==> src/hdl/vec_pkg.sv <==
package vec_pkg;

  // ----------------------------------------------------------------------
  // sizes
  // ----------------------------------------------------------------------
  localparam int unsigned XLEN       = 32;
  localparam int unsigned VLENB      = 16;  // bytes per vector register
  localparam int unsigned VL_W       = 8;   // holds VLMAX up to 128
  localparam int unsigned CSR_ADDR_W = 12;
  localparam int unsigned AXI_ADDR_W = 14;  // csr address sits in 13:2

  // csr map
  localparam logic [CSR_ADDR_W-1:0] ADDR_VSTART   = 12'h008;
  localparam logic [CSR_ADDR_W-1:0] ADDR_VXSAT    = 12'h009;
  localparam logic [CSR_ADDR_W-1:0] ADDR_VXRM     = 12'h00A;
  localparam logic [CSR_ADDR_W-1:0] ADDR_VCSR     = 12'h00F;
  localparam logic [CSR_ADDR_W-1:0] ADDR_VL       = 12'hC20;
  localparam logic [CSR_ADDR_W-1:0] ADDR_VTYPE    = 12'hC21;
  localparam logic [CSR_ADDR_W-1:0] ADDR_VLENB    = 12'hC22;
  localparam logic [CSR_ADDR_W-1:0] ADDR_VSCRATCH = 12'h7C0;

  localparam logic [1:0] AXI_RESP_OKAY   = 2'b00;
  localparam logic [1:0] AXI_RESP_SLVERR = 2'b10;

  // ----------------------------------------------------------------------
  // types
  // ----------------------------------------------------------------------
  typedef enum logic [2:0] {
    EXC_NONE        = 3'd0,
    EXC_LMUL_CHANGE = 3'd1,
    EXC_MRET        = 3'd2,
    EXC_SRET        = 3'd3,
    EXC_URET        = 3'd4
  } except_type_e;

  typedef struct packed {
    logic       vma;
    logic       vta;
    logic [2:0] vsew;
    logic [2:0] vlmul;  // integer lmul only
  } vtype_t;

  typedef struct packed {
    logic            valid;
    logic [XLEN-1:0] avl;
    vtype_t          vtype;
  } vset_req_t;

  typedef struct packed {
    logic            valid;
    except_type_e    except_type;
    logic [XLEN-1:0] tval;
  } commit_blk_t;

  typedef struct packed {
    logic                  rd;
    logic                  wr;
    logic [CSR_ADDR_W-1:0] addr;
    logic [XLEN-1:0]       wdata;
  } csr_req_t;

  typedef struct packed {
    logic [XLEN-1:0] rdata;
    logic            error;
  } csr_rsp_t;

  typedef struct packed {
    logic [VL_W-1:0] vl;
    vtype_t          vtype;
    logic            vill;
  } vl_cfg_t;

endpackage

==> src/hdl/vec_axil_bridge.sv <==
`timescale 1ns/1ps

module vec_axil_bridge
  import vec_pkg::*;
(
  input  logic                  i_clk,
  input  logic                  i_reset_n,
  // write address and data taken together
  input  logic                  i_awvalid,
  output logic                  o_awready,
  input  logic [AXI_ADDR_W-1:0] i_awaddr,
  input  logic                  i_wvalid,
  output logic                  o_wready,
  input  logic [XLEN-1:0]       i_wdata,
  // write response
  output logic                  o_bvalid,
  input  logic                  i_bready,
  output logic [1:0]            o_bresp,
  // read
  input  logic                  i_arvalid,
  output logic                  o_arready,
  input  logic [AXI_ADDR_W-1:0] i_araddr,
  output logic                  o_rvalid,
  input  logic                  i_rready,
  output logic [XLEN-1:0]       o_rdata,
  output logic [1:0]            o_rresp,
  // csr side
  output csr_req_t              o_csr_req,
  input  csr_rsp_t              i_csr_rsp
);

  typedef enum logic {
    IDLE,
    RESP
  } state_e;

  state_e          r_state;
  logic            r_is_rd;  // pending response belongs to R
  logic [XLEN-1:0] r_rdata;
  logic [1:0]      r_resp;

  logic            w_wr_acc;
  logic            w_rd_acc;
  logic            w_rsp_done;

  // ----------------------------------------------------------------------
  // acceptance with one transaction in flight
  // ----------------------------------------------------------------------
  assign w_wr_acc = (r_state == IDLE) && i_awvalid && i_wvalid;
  assign w_rd_acc = (r_state == IDLE) && i_arvalid && !w_wr_acc;  // write wins

  assign o_awready = w_wr_acc;
  assign o_wready  = w_wr_acc;
  assign o_arready = w_rd_acc;

  always_comb begin
    o_csr_req    = '0;
    o_csr_req.wr = w_wr_acc;
    o_csr_req.rd = w_rd_acc;
    if (w_wr_acc) begin
      o_csr_req.addr  = i_awaddr[AXI_ADDR_W-1:2];
      o_csr_req.wdata = i_wdata;
    end else begin
      o_csr_req.addr = i_araddr[AXI_ADDR_W-1:2];
    end
  end

  // ----------------------------------------------------------------------
  // response FSM
  // ----------------------------------------------------------------------
  assign w_rsp_done = r_is_rd ? i_rready : i_bready;

  always_ff @(posedge i_clk or negedge i_reset_n) begin
    if (!i_reset_n) begin
      r_state <= IDLE;
      r_is_rd <= 1'b0;
    end else begin
      case (r_state)
        IDLE: begin
          if (w_wr_acc || w_rd_acc) begin
            r_state <= RESP;
            r_is_rd <= w_rd_acc;
          end
        end
        RESP: begin
          if (w_rsp_done) r_state <= IDLE;  // host took it
        end
        default: r_state <= IDLE;
      endcase
    end
  end

  // csr answer captured in the accept cycle
  always_ff @(posedge i_clk or negedge i_reset_n) begin
    if (!i_reset_n) begin
      r_rdata <= '0;
      r_resp  <= AXI_RESP_OKAY;
    end else if (w_wr_acc || w_rd_acc) begin
      r_rdata <= i_csr_rsp.rdata;
      r_resp  <= i_csr_rsp.error ? AXI_RESP_SLVERR : AXI_RESP_OKAY;
    end
  end

  assign o_bvalid = (r_state == RESP) && !r_is_rd;
  assign o_rvalid = (r_state == RESP) && r_is_rd;
  assign o_bresp  = r_resp;
  assign o_rresp  = r_resp;
  assign o_rdata  = r_rdata;

endmodule

==> src/hdl/vec_csr_regs.sv <==
`timescale 1ns/1ps

module vec_csr_regs
  import vec_pkg::*;
(
  input  logic        i_clk,
  input  logic        i_reset_n,
  input  csr_req_t    i_csr_req,
  output csr_rsp_t    o_csr_rsp,
  input  vl_cfg_t     i_vl_cfg,
  input  commit_blk_t i_commit,
  output logic        o_lmul_exception_mode
);

  logic [XLEN-1:0] r_vstart;
  logic [1:0]      r_vxrm;
  logic            r_vxsat;
  logic [XLEN-1:0] r_vscratch;  // trap value kept over an lmul change
  logic            r_lmul_exc_mode;

  logic [XLEN-1:0] w_rd_val;
  logic            w_known;     // address hits a csr
  logic            w_ro;        // not writable from the host
  logic            w_error;
  logic            w_wr_ok;

  // ----------------------------------------------------------------------
  // address decode and read mux
  // ----------------------------------------------------------------------
  always_comb begin
    w_rd_val = '0;
    w_known  = 1'b1;
    w_ro     = 1'b0;
    case (i_csr_req.addr)
      ADDR_VSTART: w_rd_val = r_vstart;
      ADDR_VXSAT:  w_rd_val = XLEN'(r_vxsat);
      ADDR_VXRM:   w_rd_val = XLEN'(r_vxrm);
      ADDR_VCSR:   w_rd_val = XLEN'({r_vxrm, r_vxsat});  // vxrm in 2:1
      ADDR_VL: begin
        w_rd_val = XLEN'(i_vl_cfg.vl);
        w_ro     = 1'b1;
      end
      ADDR_VTYPE: begin
        w_rd_val[XLEN-1] = i_vl_cfg.vill;
        w_rd_val[7:0]    = i_vl_cfg.vill ? 8'h00 : i_vl_cfg.vtype;
        w_ro             = 1'b1;
      end
      ADDR_VLENB: begin
        w_rd_val = XLEN'(VLENB);
        w_ro     = 1'b1;
      end
      ADDR_VSCRATCH: begin
        w_rd_val = r_vscratch;
        w_ro     = 1'b1;  // only a commit loads it
      end
      default: w_known = 1'b0;
    endcase
  end

  assign w_error = (i_csr_req.rd || i_csr_req.wr) &&
                   (!w_known || (i_csr_req.wr && w_ro));
  assign w_wr_ok = i_csr_req.wr && !w_error;

  assign o_csr_rsp.error = w_error;
  assign o_csr_rsp.rdata = (i_csr_req.rd && !w_error) ? w_rd_val : '0;

  // ----------------------------------------------------------------------
  // host writes
  // ----------------------------------------------------------------------
  always_ff @(posedge i_clk or negedge i_reset_n) begin
    if (!i_reset_n) begin
      r_vstart <= '0;
      r_vxrm   <= '0;
      r_vxsat  <= 1'b0;
    end else if (w_wr_ok) begin
      case (i_csr_req.addr)
        ADDR_VSTART: r_vstart <= i_csr_req.wdata;
        ADDR_VXSAT:  r_vxsat  <= i_csr_req.wdata[0];
        ADDR_VXRM:   r_vxrm   <= i_csr_req.wdata[1:0];
        ADDR_VCSR: begin
          r_vxrm  <= i_csr_req.wdata[2:1];
          r_vxsat <= i_csr_req.wdata[0];
        end
        default: begin
        end
      endcase
    end
  end

  // ----------------------------------------------------------------------
  // commit events
  // ----------------------------------------------------------------------
  always_ff @(posedge i_clk or negedge i_reset_n) begin
    if (!i_reset_n) begin
      r_lmul_exc_mode <= 1'b0;
      r_vscratch      <= '0;
    end else if (i_commit.valid) begin
      case (i_commit.except_type)
        EXC_LMUL_CHANGE: begin
          r_lmul_exc_mode <= 1'b1;
          r_vscratch      <= i_commit.tval;
        end
        EXC_MRET,
        EXC_SRET,
        EXC_URET: r_lmul_exc_mode <= 1'b0;  // back from the trap handler
        default: begin
        end
      endcase
    end
  end

  assign o_lmul_exception_mode = r_lmul_exc_mode;

endmodule

==> src/hdl/vec_csr_top.sv <==
`timescale 1ns/1ps

module vec_csr_top
  import vec_pkg::*;
(
  input  logic                  i_clk,
  input  logic                  i_reset_n,
  // AXI4-Lite slave
  input  logic                  i_awvalid,
  output logic                  o_awready,
  input  logic [AXI_ADDR_W-1:0] i_awaddr,
  input  logic                  i_wvalid,
  output logic                  o_wready,
  input  logic [XLEN-1:0]       i_wdata,
  output logic                  o_bvalid,
  input  logic                  i_bready,
  output logic [1:0]            o_bresp,
  input  logic                  i_arvalid,
  output logic                  o_arready,
  input  logic [AXI_ADDR_W-1:0] i_araddr,
  output logic                  o_rvalid,
  input  logic                  i_rready,
  output logic [XLEN-1:0]       o_rdata,
  output logic [1:0]            o_rresp,
  // core side
  input  vset_req_t             i_vset,
  input  commit_blk_t           i_commit,
  output vl_cfg_t               o_vl_cfg,
  output logic                  o_lmul_exception_mode
);

  csr_req_t w_csr_req;
  csr_rsp_t w_csr_rsp;

  vec_axil_bridge bridge_i (
    .i_clk     (i_clk),
    .i_reset_n (i_reset_n),
    .i_awvalid (i_awvalid),
    .o_awready (o_awready),
    .i_awaddr  (i_awaddr),
    .i_wvalid  (i_wvalid),
    .o_wready  (o_wready),
    .i_wdata   (i_wdata),
    .o_bvalid  (o_bvalid),
    .i_bready  (i_bready),
    .o_bresp   (o_bresp),
    .i_arvalid (i_arvalid),
    .o_arready (o_arready),
    .i_araddr  (i_araddr),
    .o_rvalid  (o_rvalid),
    .i_rready  (i_rready),
    .o_rdata   (o_rdata),
    .o_rresp   (o_rresp),
    .o_csr_req (w_csr_req),
    .i_csr_rsp (w_csr_rsp)
  );

  vec_vsetvl vsetvl_i (
    .i_clk     (i_clk),
    .i_reset_n (i_reset_n),
    .i_vset    (i_vset),
    .o_vl_cfg  (o_vl_cfg)
  );

  // vl and vtype reads come straight from the vsetvl registers
  vec_csr_regs regs_i (
    .i_clk                 (i_clk),
    .i_reset_n             (i_reset_n),
    .i_csr_req             (w_csr_req),
    .o_csr_rsp             (w_csr_rsp),
    .i_vl_cfg              (o_vl_cfg),
    .i_commit              (i_commit),
    .o_lmul_exception_mode (o_lmul_exception_mode)
  );

endmodule

==> src/hdl/vec_vsetvl.sv <==
`timescale 1ns/1ps

module vec_vsetvl
  import vec_pkg::*;
(
  input  logic      i_clk,
  input  logic      i_reset_n,
  input  vset_req_t i_vset,
  output vl_cfg_t   o_vl_cfg
);

  vl_cfg_t         r_cfg;

  logic            w_vill;
  logic [XLEN-1:0] w_vlmax;  // wide, so the compare with avl is exact
  logic [VL_W-1:0] w_vl;

  // ----------------------------------------------------------------------
  // legality and VLMAX
  // ----------------------------------------------------------------------
  // reserved sew or fractional/reserved lmul
  assign w_vill = (i_vset.vtype.vsew > 3'd3) || (i_vset.vtype.vlmul > 3'd3);

  // VLENB * lmul / (sew bytes)
  assign w_vlmax = (XLEN'(VLENB) << i_vset.vtype.vlmul[1:0]) >> i_vset.vtype.vsew[1:0];

  assign w_vl = (i_vset.avl < w_vlmax) ? i_vset.avl[VL_W-1:0] : w_vlmax[VL_W-1:0];

  // ----------------------------------------------------------------------
  // vl / vtype / vill
  // ----------------------------------------------------------------------
  always_ff @(posedge i_clk or negedge i_reset_n) begin
    if (!i_reset_n) begin
      r_cfg.vl    <= '0;
      r_cfg.vtype <= '0;
      r_cfg.vill  <= 1'b1;  // no legal setting yet
    end else if (i_vset.valid) begin
      if (w_vill) begin
        r_cfg.vl    <= '0;
        r_cfg.vtype <= '0;
        r_cfg.vill  <= 1'b1;
      end else begin
        r_cfg.vl    <= w_vl;
        r_cfg.vtype <= i_vset.vtype;
        r_cfg.vill  <= 1'b0;
      end
    end
  end

  assign o_vl_cfg = r_cfg;

endmodule

==> config.mk <==
export PLATFORM = sky130hd
export DESIGN_NAME = vec_csr_top
export DESIGN_NICKNAME = d
export VERILOG_FILES = /design/src/hdl/vec_pkg.sv /design/src/hdl/vec_axil_bridge.sv /design/src/hdl/vec_csr_regs.sv /design/src/hdl/vec_csr_top.sv /design/src/hdl/vec_vsetvl.sv
export SDC_FILE = /design/constraint.sdc
export NUM_CORES = 1
export LEC_CHECK = 0
export BUFFER_PORTS_ARGS = -buffer_cell sky130_fd_sc_hd__clkbuf_2
export CAP_MARGIN = 20
export CORE_ASPECT_RATIO = 2
export CORE_UTILIZATION = 54
export CTS_BUF_LIST = sky130_fd_sc_hd__clkbuf_4 sky130_fd_sc_hd__clkbuf_8
export CTS_CLUSTER_DIAMETER = 50
export DETAILED_ROUTE_END_ITERATION = 10
export MAX_ROUTING_LAYER = met4
export PLACE_DENSITY = 0.85
export SKIP_LAST_GASP = 1
export SLEW_MARGIN = 10
export SYNTH_ARGS = -nofsm -noshare
export SYNTH_HDL_FRONTEND = slang
export SYNTH_SLANG_ARGS = --single-unit
==> constraint.sdc <==
create_clock -name i_clk -period 6.2 [get_ports i_clk]
set_input_delay 0 -clock i_clk [delete_from_list [all_inputs] [get_ports i_clk]]
set_output_delay 0 -clock i_clk [all_outputs]
set_load 0.02 [all_outputs]
==> results of run 1 <==
[sequential cells by signal, indices dropped and copies added, names as in the netlist]
name and count:
bridge_i.o_rdata 32, regs_i.r_vscratch 32, regs_i.r_vstart 32, vsetvl_i.o_vl_cfg 17, regs_i.r_vxrm 2, bridge_i.o_bresp 1
bridge_i.r_is_rd 1, bridge_i.r_state 1, regs_i.o_lmul_exception_mode 1, regs_i.r_vxsat 1
[kinds of logic (layout without fill, tap and decap cells)]
group	count (synthesis)	count (layout)	share of synthesized area (%)
AO/OA/AOI/OAI	120	120	15.1
XOR/XNOR	5	5	0.747
adder cells (fa/ha/maj)	6	6	1.28
buffers and inverters	51	337	4.20
flip-flops	120	120	51.2
multiplexers	74	74	14.1
other	1	3	0.0639
AND/OR/NAND/NOR	136	136	13.3
[critical path: cells and delay by family, from the launching register on]
family | cells | cell delay, ns
and+or+nand+nor | 4 | 1.00
AOI/OAI and AO/OA | 2 | 0.93
buffers and inverters | 2 | 0.55
DFF | 1 | 0.42
[cell usage after synthesis, types with 5 or more instances]
master	number
a22oi_1	14
a22o_1	31
nand4_1	8
o21ai_0	25
dfrtp_1	119
clkbuf_1	11
buf_4	7
mux2_2	65
ha_1	6
o22ai_1	6
mux2i_1	5
inv_1	18
a21oi_1	9
nand2b_1	5
nand2_1	46
nand3_1	6
nor4_1	12
nor2_1	21
buf_2	8
nor2b_1	6
xnor2_1	5
[metrics by stage]
stage          total power [mW]  std cells  worst slack, ns
3_3_place_gp               1.17        821             3.31
2_1_floorplan              1.06        514             3.66
6_report                   1.92        938             3.17
3_5_place_dp               1.19        821             3.29
4_1_cts                    1.90        936             3.27
5_1_grt                    1.98        938             3.00
[repair_timing]
item,in CTS,in global routing
hold endpoints to repair,121,0
hold buffers,84,0
setup buffers,0,0
[worst min-delay path by stage]
stage,start,end,slack [ns],cells after the start
6_report,i_arvalid,bridge_i.r_is_rd,0.05,3
5_1_grt,i_vset[2],vsetvl_i.o_vl_cfg[14],0.07,4
4_1_cts,i_arvalid,bridge_i.r_is_rd,0.04,3
3_5_place_dp,i_reset_n,bridge_i.o_rdata[28],-0.02,1
3_3_place_gp,i_reset_n,bridge_i.o_rdata[27],-0.02,1
2_1_floorplan,i_reset_n,bridge_i.o_bresp[1],-0.30,0
[layout make-up]
class | instances | share of cell area [%]
Timing Repair Buffer | 287 | 23.3
Clock buffer | 18 | 2.97
Multi-Input combinational cell | 343 | 32.2
Inverter | 19 | 0.876
Tap cell | 137 | 2.10
Antenna cell | 1 | 0.0307
Clock inverter | 13 | 1.61
Sequential cell | 120 | 36.9
[cell usage in the layout, fill, tap and decap left out, types with 5 or more instances in the layout]
cell	synthesis	routed
mux2_2	65	65
clkinvlp_4	0	5
a22oi_1	14	14
nand3_1	6	6
o21ai_0	25	25
nand2_1	46	46
nor2_1	21	20
ha_1	6	6
xnor2_1	5	5
mux2i_1	5	5
nor4_1	12	12
dlygate4sd3_1	0	84
inv_1	18	18
buf_4	7	7
nand4_1	8	8
a22o_1	31	31
clkbuf_8	0	17
o22ai_1	6	6
nor2b_1	6	6
nand2b_1	5	5
clkbuf_2	0	195
a21oi_1	9	9
dfrtp_1	119	119
clkinv_2	0	5
[routing by layer]
metal	up-vias	global-route usage, %
met2	331	64.8
li1	2463	-
met4	0	22.1
met5	-	-
met1	2754	34.6
met3	93	9.80
[power by group through the flow]
stage / clock (mW) / sequential [mW] / combinational (mW)
4_1_cts: 0.675 / 0.885 / 0.339
6_report: 0.680 / 0.890 / 0.352
2_1_floorplan: 0 / 0.895 / 0.160
3_5_place_dp: 0 / 0.900 / 0.291
3_3_place_gp: 0 / 0.892 / 0.278
5_1_grt: 0.715 / 0.895 / 0.374
==> metrics.md, run 1 <==
| Metric | Value |
|---|---|
| Core area | 0.0105 sq mm |
| Dominant synthesized flop cell | dfrtp_1 |
| R2r endpoint | bridge_i.o_rdata[0] |
| Combinational share of power | 18.3% |
| Post-CTS Resized | 0 |
| # clock sinks | 120 |
| Initial Util | 55.6% |
| Via count | 5,641 |
| Sw Ratio | 29.1% |
| Min Clock Period, post-route | 3.03 ns |
| Sequential cell area | 0.00300 sq mm |
| Clk pin slew, worst setup/hold paths | 0.07 ns |
| Synth area leader | dfrtp_1 |
| # fillers | 650 |
| Class of the worst hold path | primary input to flip-flop |
| Via/cell ratio | 6.01 |
| WL/cell | 21.0 um |
| Number of synthesized flops with an enable pin | 0 |
| CP Cell Sequence | nand3b_4, inv_2, nor4_2, or2_1, buf_4, nand2b_4, o21a_1, a2bb2oi_1 |
| P_int | 1.36 mW |
| Slowest CP cell | o21a_1 |
| Yosys reg bits | 120 |
| Crit path to | bridge_i.o_rdata[0] |
| Maximum fanout along the worst path | 32 |
| Largest net degree at the start of global routing | 86 |
| Pre-antenna DRT Iters | 5 |
| Placer Congestion | 0.913 |
| Highest routed layer | met4 |
| Tcrit/Tclk final | 48.8% |
| Post-synthesis area per instance | 11.4 sq um |
| Kind of critical path | flip-flop to flip-flop |
| Async S/R FF share, synth | 100% |
| Initial antenna violation count | 1 |
| Slew Limit Fails | 0 |
| Startpoint type of the worst setup path | flip-flop |
| Residual DRC count | 0 |
| Layout overhead on the synthesized area | 38.9% |
| Post-route cell area | 0.00814 sq mm |
| Ranking of synthesized cells by area | dfrtp_1 (51%), mux2_2 (12%), a22o_1 (4.6%), nand2_1 (2.9%), o21ai_0 (2.1%) |
| DP Wirelength | 12,100 um |
| Final net count | 938 |
| Final core utilization | 77.2% |
| Worst Setup SP | bridge_i.r_state |
| Setup TNS | 0 ns |
| Crit-path max cell delay | 0.65 ns |
| CP Capture Type | flip-flop |
| YS warnings | 0 |
| Sequential-to-total area share from yosys stat | 51.2% |
| Worst EP required | 6.54 ns |
| Final setup vio count | 0 |
| I/O Buffers | 196 |
| Footprint of the multi-input gates | 0.00263 sq mm |
| Pwr dens | 236 mW/mm^2 |
| Clock root cell | clkbuf_8 |
| Gr usage total | 37.1% |
| Max Freq | 330 MHz |
| Ports | 203 |
| Iter 0 DRT Violations | 330 |
| Longest Clk Path Bufs | 2 |
| WL met3 | 1120 um |
| Wl on met1 | 6600 um |
| Vias in the first global route | 5,961 |
| Row count | 53 |
| Worst slew pin tran | 0.871 ns |
| Final hold vios | 0 |
| Slew margin rel. | 41.9% |
| Synth unique cells | 66 |
| LEAKAGE | 3.93 nW |
| Reg2reg path depth | 8 |
| Unrepaired setup endpoints after global routing | false |
| Switching power | 560 uW |
| Final antenna-violating net count | 0 |
| TritonCTS clock tree | done |
| Layout cell share with drive strength beyond 1 | 40.0% |
| Largest vdd supply drop | 0.000181 V |
| First-pass GRT wire length | 29,400 um |
| Area of the mapped netlist | 0.00586 sq mm |
| Status | finished clean |
| WP data arrival | 3.37 ns |
| R2r setup slk | 3.17 ns |
| GRT Residual Overflow | 0 |
| Placed Area | 0.00690 sq mm |
| Worst r2r src | bridge_i.r_state |
| Skew final | 0.0124 ns |
| Worst skew pair latency | 0.43 ns |
| Part of the power in registers | 46.3% |
| Top cell type's share of synthesized area | 50.8% |
| Total of max-cap violations | 0 |
| Detail Route met2 WL | 10,900 um |
| WHS | 0.0454 ns |
| H-tree Lvls | 4 |
| Clock power share | 35.4% |
| Die Height | 149 um |
| Final Routed Wirelength | 19,700 um |
| Syn Inst Count | 513 |
| Die W | 75.7 um |
| Die area | 0.0113 sq mm |
| TritonCTS Buffers | 17 |
Power figures use the tool's default switching activity.
==> inputs of run 2 (changes only) <==
--- a/config.mk
+++ b/config.mk
@@ -8,12 +8,12 @@
 export BUFFER_PORTS_ARGS = -buffer_cell sky130_fd_sc_hd__clkbuf_2
 export CAP_MARGIN = 20
 export CORE_ASPECT_RATIO = 2
-export CORE_UTILIZATION = 54
+export CORE_UTILIZATION = 52
 export CTS_BUF_LIST = sky130_fd_sc_hd__clkbuf_4 sky130_fd_sc_hd__clkbuf_8
 export CTS_CLUSTER_DIAMETER = 50
 export DETAILED_ROUTE_END_ITERATION = 10
 export MAX_ROUTING_LAYER = met4
-export PLACE_DENSITY = 0.85
+export PLACE_DENSITY = 0.83
 export SKIP_LAST_GASP = 1
 export SLEW_MARGIN = 10
 export SYNTH_ARGS = -nofsm -noshare
==> constraint.sdc (replaced) <==
create_clock -name i_clk -period 3.05 [get_ports i_clk]
set_input_delay 0 -clock i_clk [delete_from_list [all_inputs] [get_ports i_clk]]
set_output_delay 0 -clock i_clk [all_outputs]
set_load 0.02 [all_outputs]
==> run 2 against run 1 <==
  * First-iteration DRC count up 12%
  * Global-route usage down 1.1 points
  * Sequential share of layout area is 0.73 points lower
  * Largest cell class unchanged
  * Highest routed layer unchanged
==> metrics.md, run 2 (synthesized netlist as in run 1, its figures left out) <==
| Metric | Value |
|---|---|
| Status | finished clean |
| Total of max-cap violations | 0 (unchanged) |
| Worst skew pair latency | 0.43 ns (about the same) |
| Vias in the first global route | 6,276 (+5.3%) |
| WL/cell | 21.4 um (+1.6%) |
| Most common cell after layout, fill and taps aside | clkbuf_2 |
| I/O Buffers | 196 (unchanged) |
| Slew margin rel. | 30.3% (-12 points) |
| Pre-antenna DRT Iters | 6 (+1) |
| Die W | 77.1 um (+1.8%) |
| Initial Util | 53.6% (-2.0 points) |
| Row count | 54 (+1.9%) |
| Residual DRC count | 0 (unchanged) |
| # clock sinks | 120 (unchanged) |
| Ports | 203 (unchanged) |
| Final antenna-violating net count | 0 (unchanged) |
| Skew final | 0.0124 ns (+0.0000157 ns) |
| Layout cell share with drive strength beyond 1 | 40.7% (+0.74 points) |
| Final hold vios | 0 (unchanged) |
| Longest Clk Path Bufs | 2 (unchanged) |
| Worst slew pin tran | 1.04 ns (+0.174 ns) |
| Final Routed Wirelength | 20,300 um (+2.9%) |
| CP Capture Type | flip-flop |
| Worst EP required | 3.37 ns (-3.17 ns) |
| Layout overhead on the synthesized area | 41.7% |
| Kind of critical path | primary input to flip-flop |
| Class of the worst hold path | primary input to flip-flop |
| Tcrit/Tclk final | 87.1% |
| Maximum fanout along the worst path | 8 (-75%) |
| Clock root cell | clkbuf_8 |
| Crit-path max cell delay | 0.59 ns (-0.06 ns) |
| Gr usage total | 36.0% (-1.1 points) |
| Core area | 0.0109 sq mm (+3.8%) |
| Max Freq | 376 MHz |
| Setup TNS | 0 ns (unchanged) |
| Min Clock Period, post-route | 2.66 ns |
| WHS | 0.0633 ns (+0.0179 ns) |
| Initial antenna violation count | 0 (-1) |
| TritonCTS Buffers | 17 (unchanged) |
| Startpoint type of the worst setup path | primary input |
| Largest vdd supply drop | 0.000336 V (+86%) |
| CP Cell Sequence | dlymetal6s4s_1, nor2b_1, or3b_2, ha_2, nor4_4, nand4_1, a211oi_2, buf_4, nor2_1, a21oi_1, o22ai_1, dlygate4sd3_1 |
| LEAKAGE | 4.04 nW (+2.8%) |
| Ant diodes | 0 (-1) |
| Placer Congestion | 0.919 (+0.75%) |
| First-pass GRT wire length | 31,100 um (+5.9%) |
| TritonCTS clock tree | done |
| Slowest CP cell | dlygate4sd3_1 |
| H-tree Lvls | 4 (unchanged) |
| Pwr dens | 501 mW/mm^2 (+110%) |
| Via count | 5,738 (+1.7%) |
| Iter 0 DRT Violations | 368 (+12%) |
| Most frequent cells in the layout | clkbuf_2 (193), dfrtp_1 (119), dlygate4sd3_1 (84) |
| # fillers | 704 (+8.3%) |
| Final net count | 947 (+0.96%) |
| Unrepaired setup endpoints after global routing | false |
| WP data arrival | 2.98 ns (-0.39 ns) |
| Slew Limit Fails | 0 (unchanged) |
| DP Wirelength | 12,500 um (+3.3%) |
| Die area | 0.0117 sq mm (+3.8%) |
| Die Height | 152 um (+1.9%) |
| Clk pin slew, worst setup/hold paths | 0.08 ns (about the same) |
| Final setup vio count | 0 (unchanged) |
| Largest net degree at the start of global routing | 69 (-20%) |
| GRT Residual Overflow | 0 (unchanged) |
| Via/cell ratio | 6.04 (+0.43%) |
-- run 2: cell types whose count changed in the layout (fill, tap and decap cells not counted), moves of 2 or more --
| cell | previous run | this run |
|---|---|---|
| clkbuf_2 | 195 | 193 |
| clkinvlp_4 | 5 | 0 |
| bufinv_16 | 2 | 4 |
| dlymetal6s4s_1 | 0 | 2 |
| clkinv_2 | 5 | 1 |
| clkinv_4 | 0 | 6 |
| buf_4 | 7 | 17 |
| inv_8 | 0 | 2 |
-- run 2: what timing repair did --
item,CTS,global route
hold buffers,86,0
setup buffers,0,3
gates resized for setup,0,6
endpoints found under the hold margin,151,0
endpoints found under the setup margin,0,2
-- run 2: final cells by class --
class | instances | area (sq um) | share of cell area, %
clock inverters | 15 | 218 | 2.62
inverters | 19 | 71.3 | 0.858
flip-flops and latches | 120 | 3000 | 36.2
repair buffers | 296 | 1960 | 23.6
well taps | 140 | 175 | 2.11
multi-input cells | 343 | 2650 | 31.9
clock buffers | 17 | 234 | 2.82
-- run 2: where the power goes --
part           total [mW]  switching (mW)  internal (mW)
combinational       0.728           0.391          0.337
sequential           1.81          0.0960           1.71
clock                1.63           0.716          0.912
-- run 2: per-stage QoR --
| step | worst slack [ns] | power, mW | area, sq um | util, % | cells |
|---|---|---|---|---|---|
| finish | 0.393 | 4.17 | 8310 | 75.9 | 950 |
| global route | 0.255 | 4.30 | 8310 | 75.9 | 950 |
| CTS | 0.0484 | 4.13 | 8270 | 75.5 | 949 |
| detailed placement | 0.477 | 2.43 | 6960 | 63.5 | 831 |
| global placement | 0.487 | 2.39 | 6960 | 63.5 | 831 |
| floorplan | 0.507 | 2.14 | 5870 | - | 514 |
-- run 2: final timing paths --
check / start / to / slack (ns) / cells past startpoint
max: i_vset[4] / vsetvl_i.o_vl_cfg[13] / 0.39 / 12
min: i_arvalid / bridge_i.r_is_rd / 0.06 / 3
max reg2reg: bridge_i.r_state / bridge_i.o_rdata[11] / 0.47 / 8
min reg2reg: bridge_i.o_rdata[6] / bridge_i.o_rdata[6] / 0.48 / 2
max in group asynchronous: i_reset_n / regs_i.r_vstart[16] / 1.89 / 3
min in group asynchronous: i_reset_n / regs_i.r_vscratch[25] / 0.24 / 2
-- run 2: critical path, delay by kind of cell --
kind	cells	cell delay [ns]
AO/OA/AOI/OAI	3	0.49
adder cells (fa/ha/maj)	1	0.23
buffers and inverters	3	1.09
AND/OR/NAND/NOR	5	1.17
-- run 2: metal layers --
metal | up-vias | GRT usage, % | part of all wire [%]
met1 | 2804 | 32.7 | 33
met3 | 114 | 6.29 | 5.8
met5 | - | - | 0
li1 | 2471 | - | -
met2 | 349 | 67.3 | 56
met4 | 0 | 21.7 | 6.2
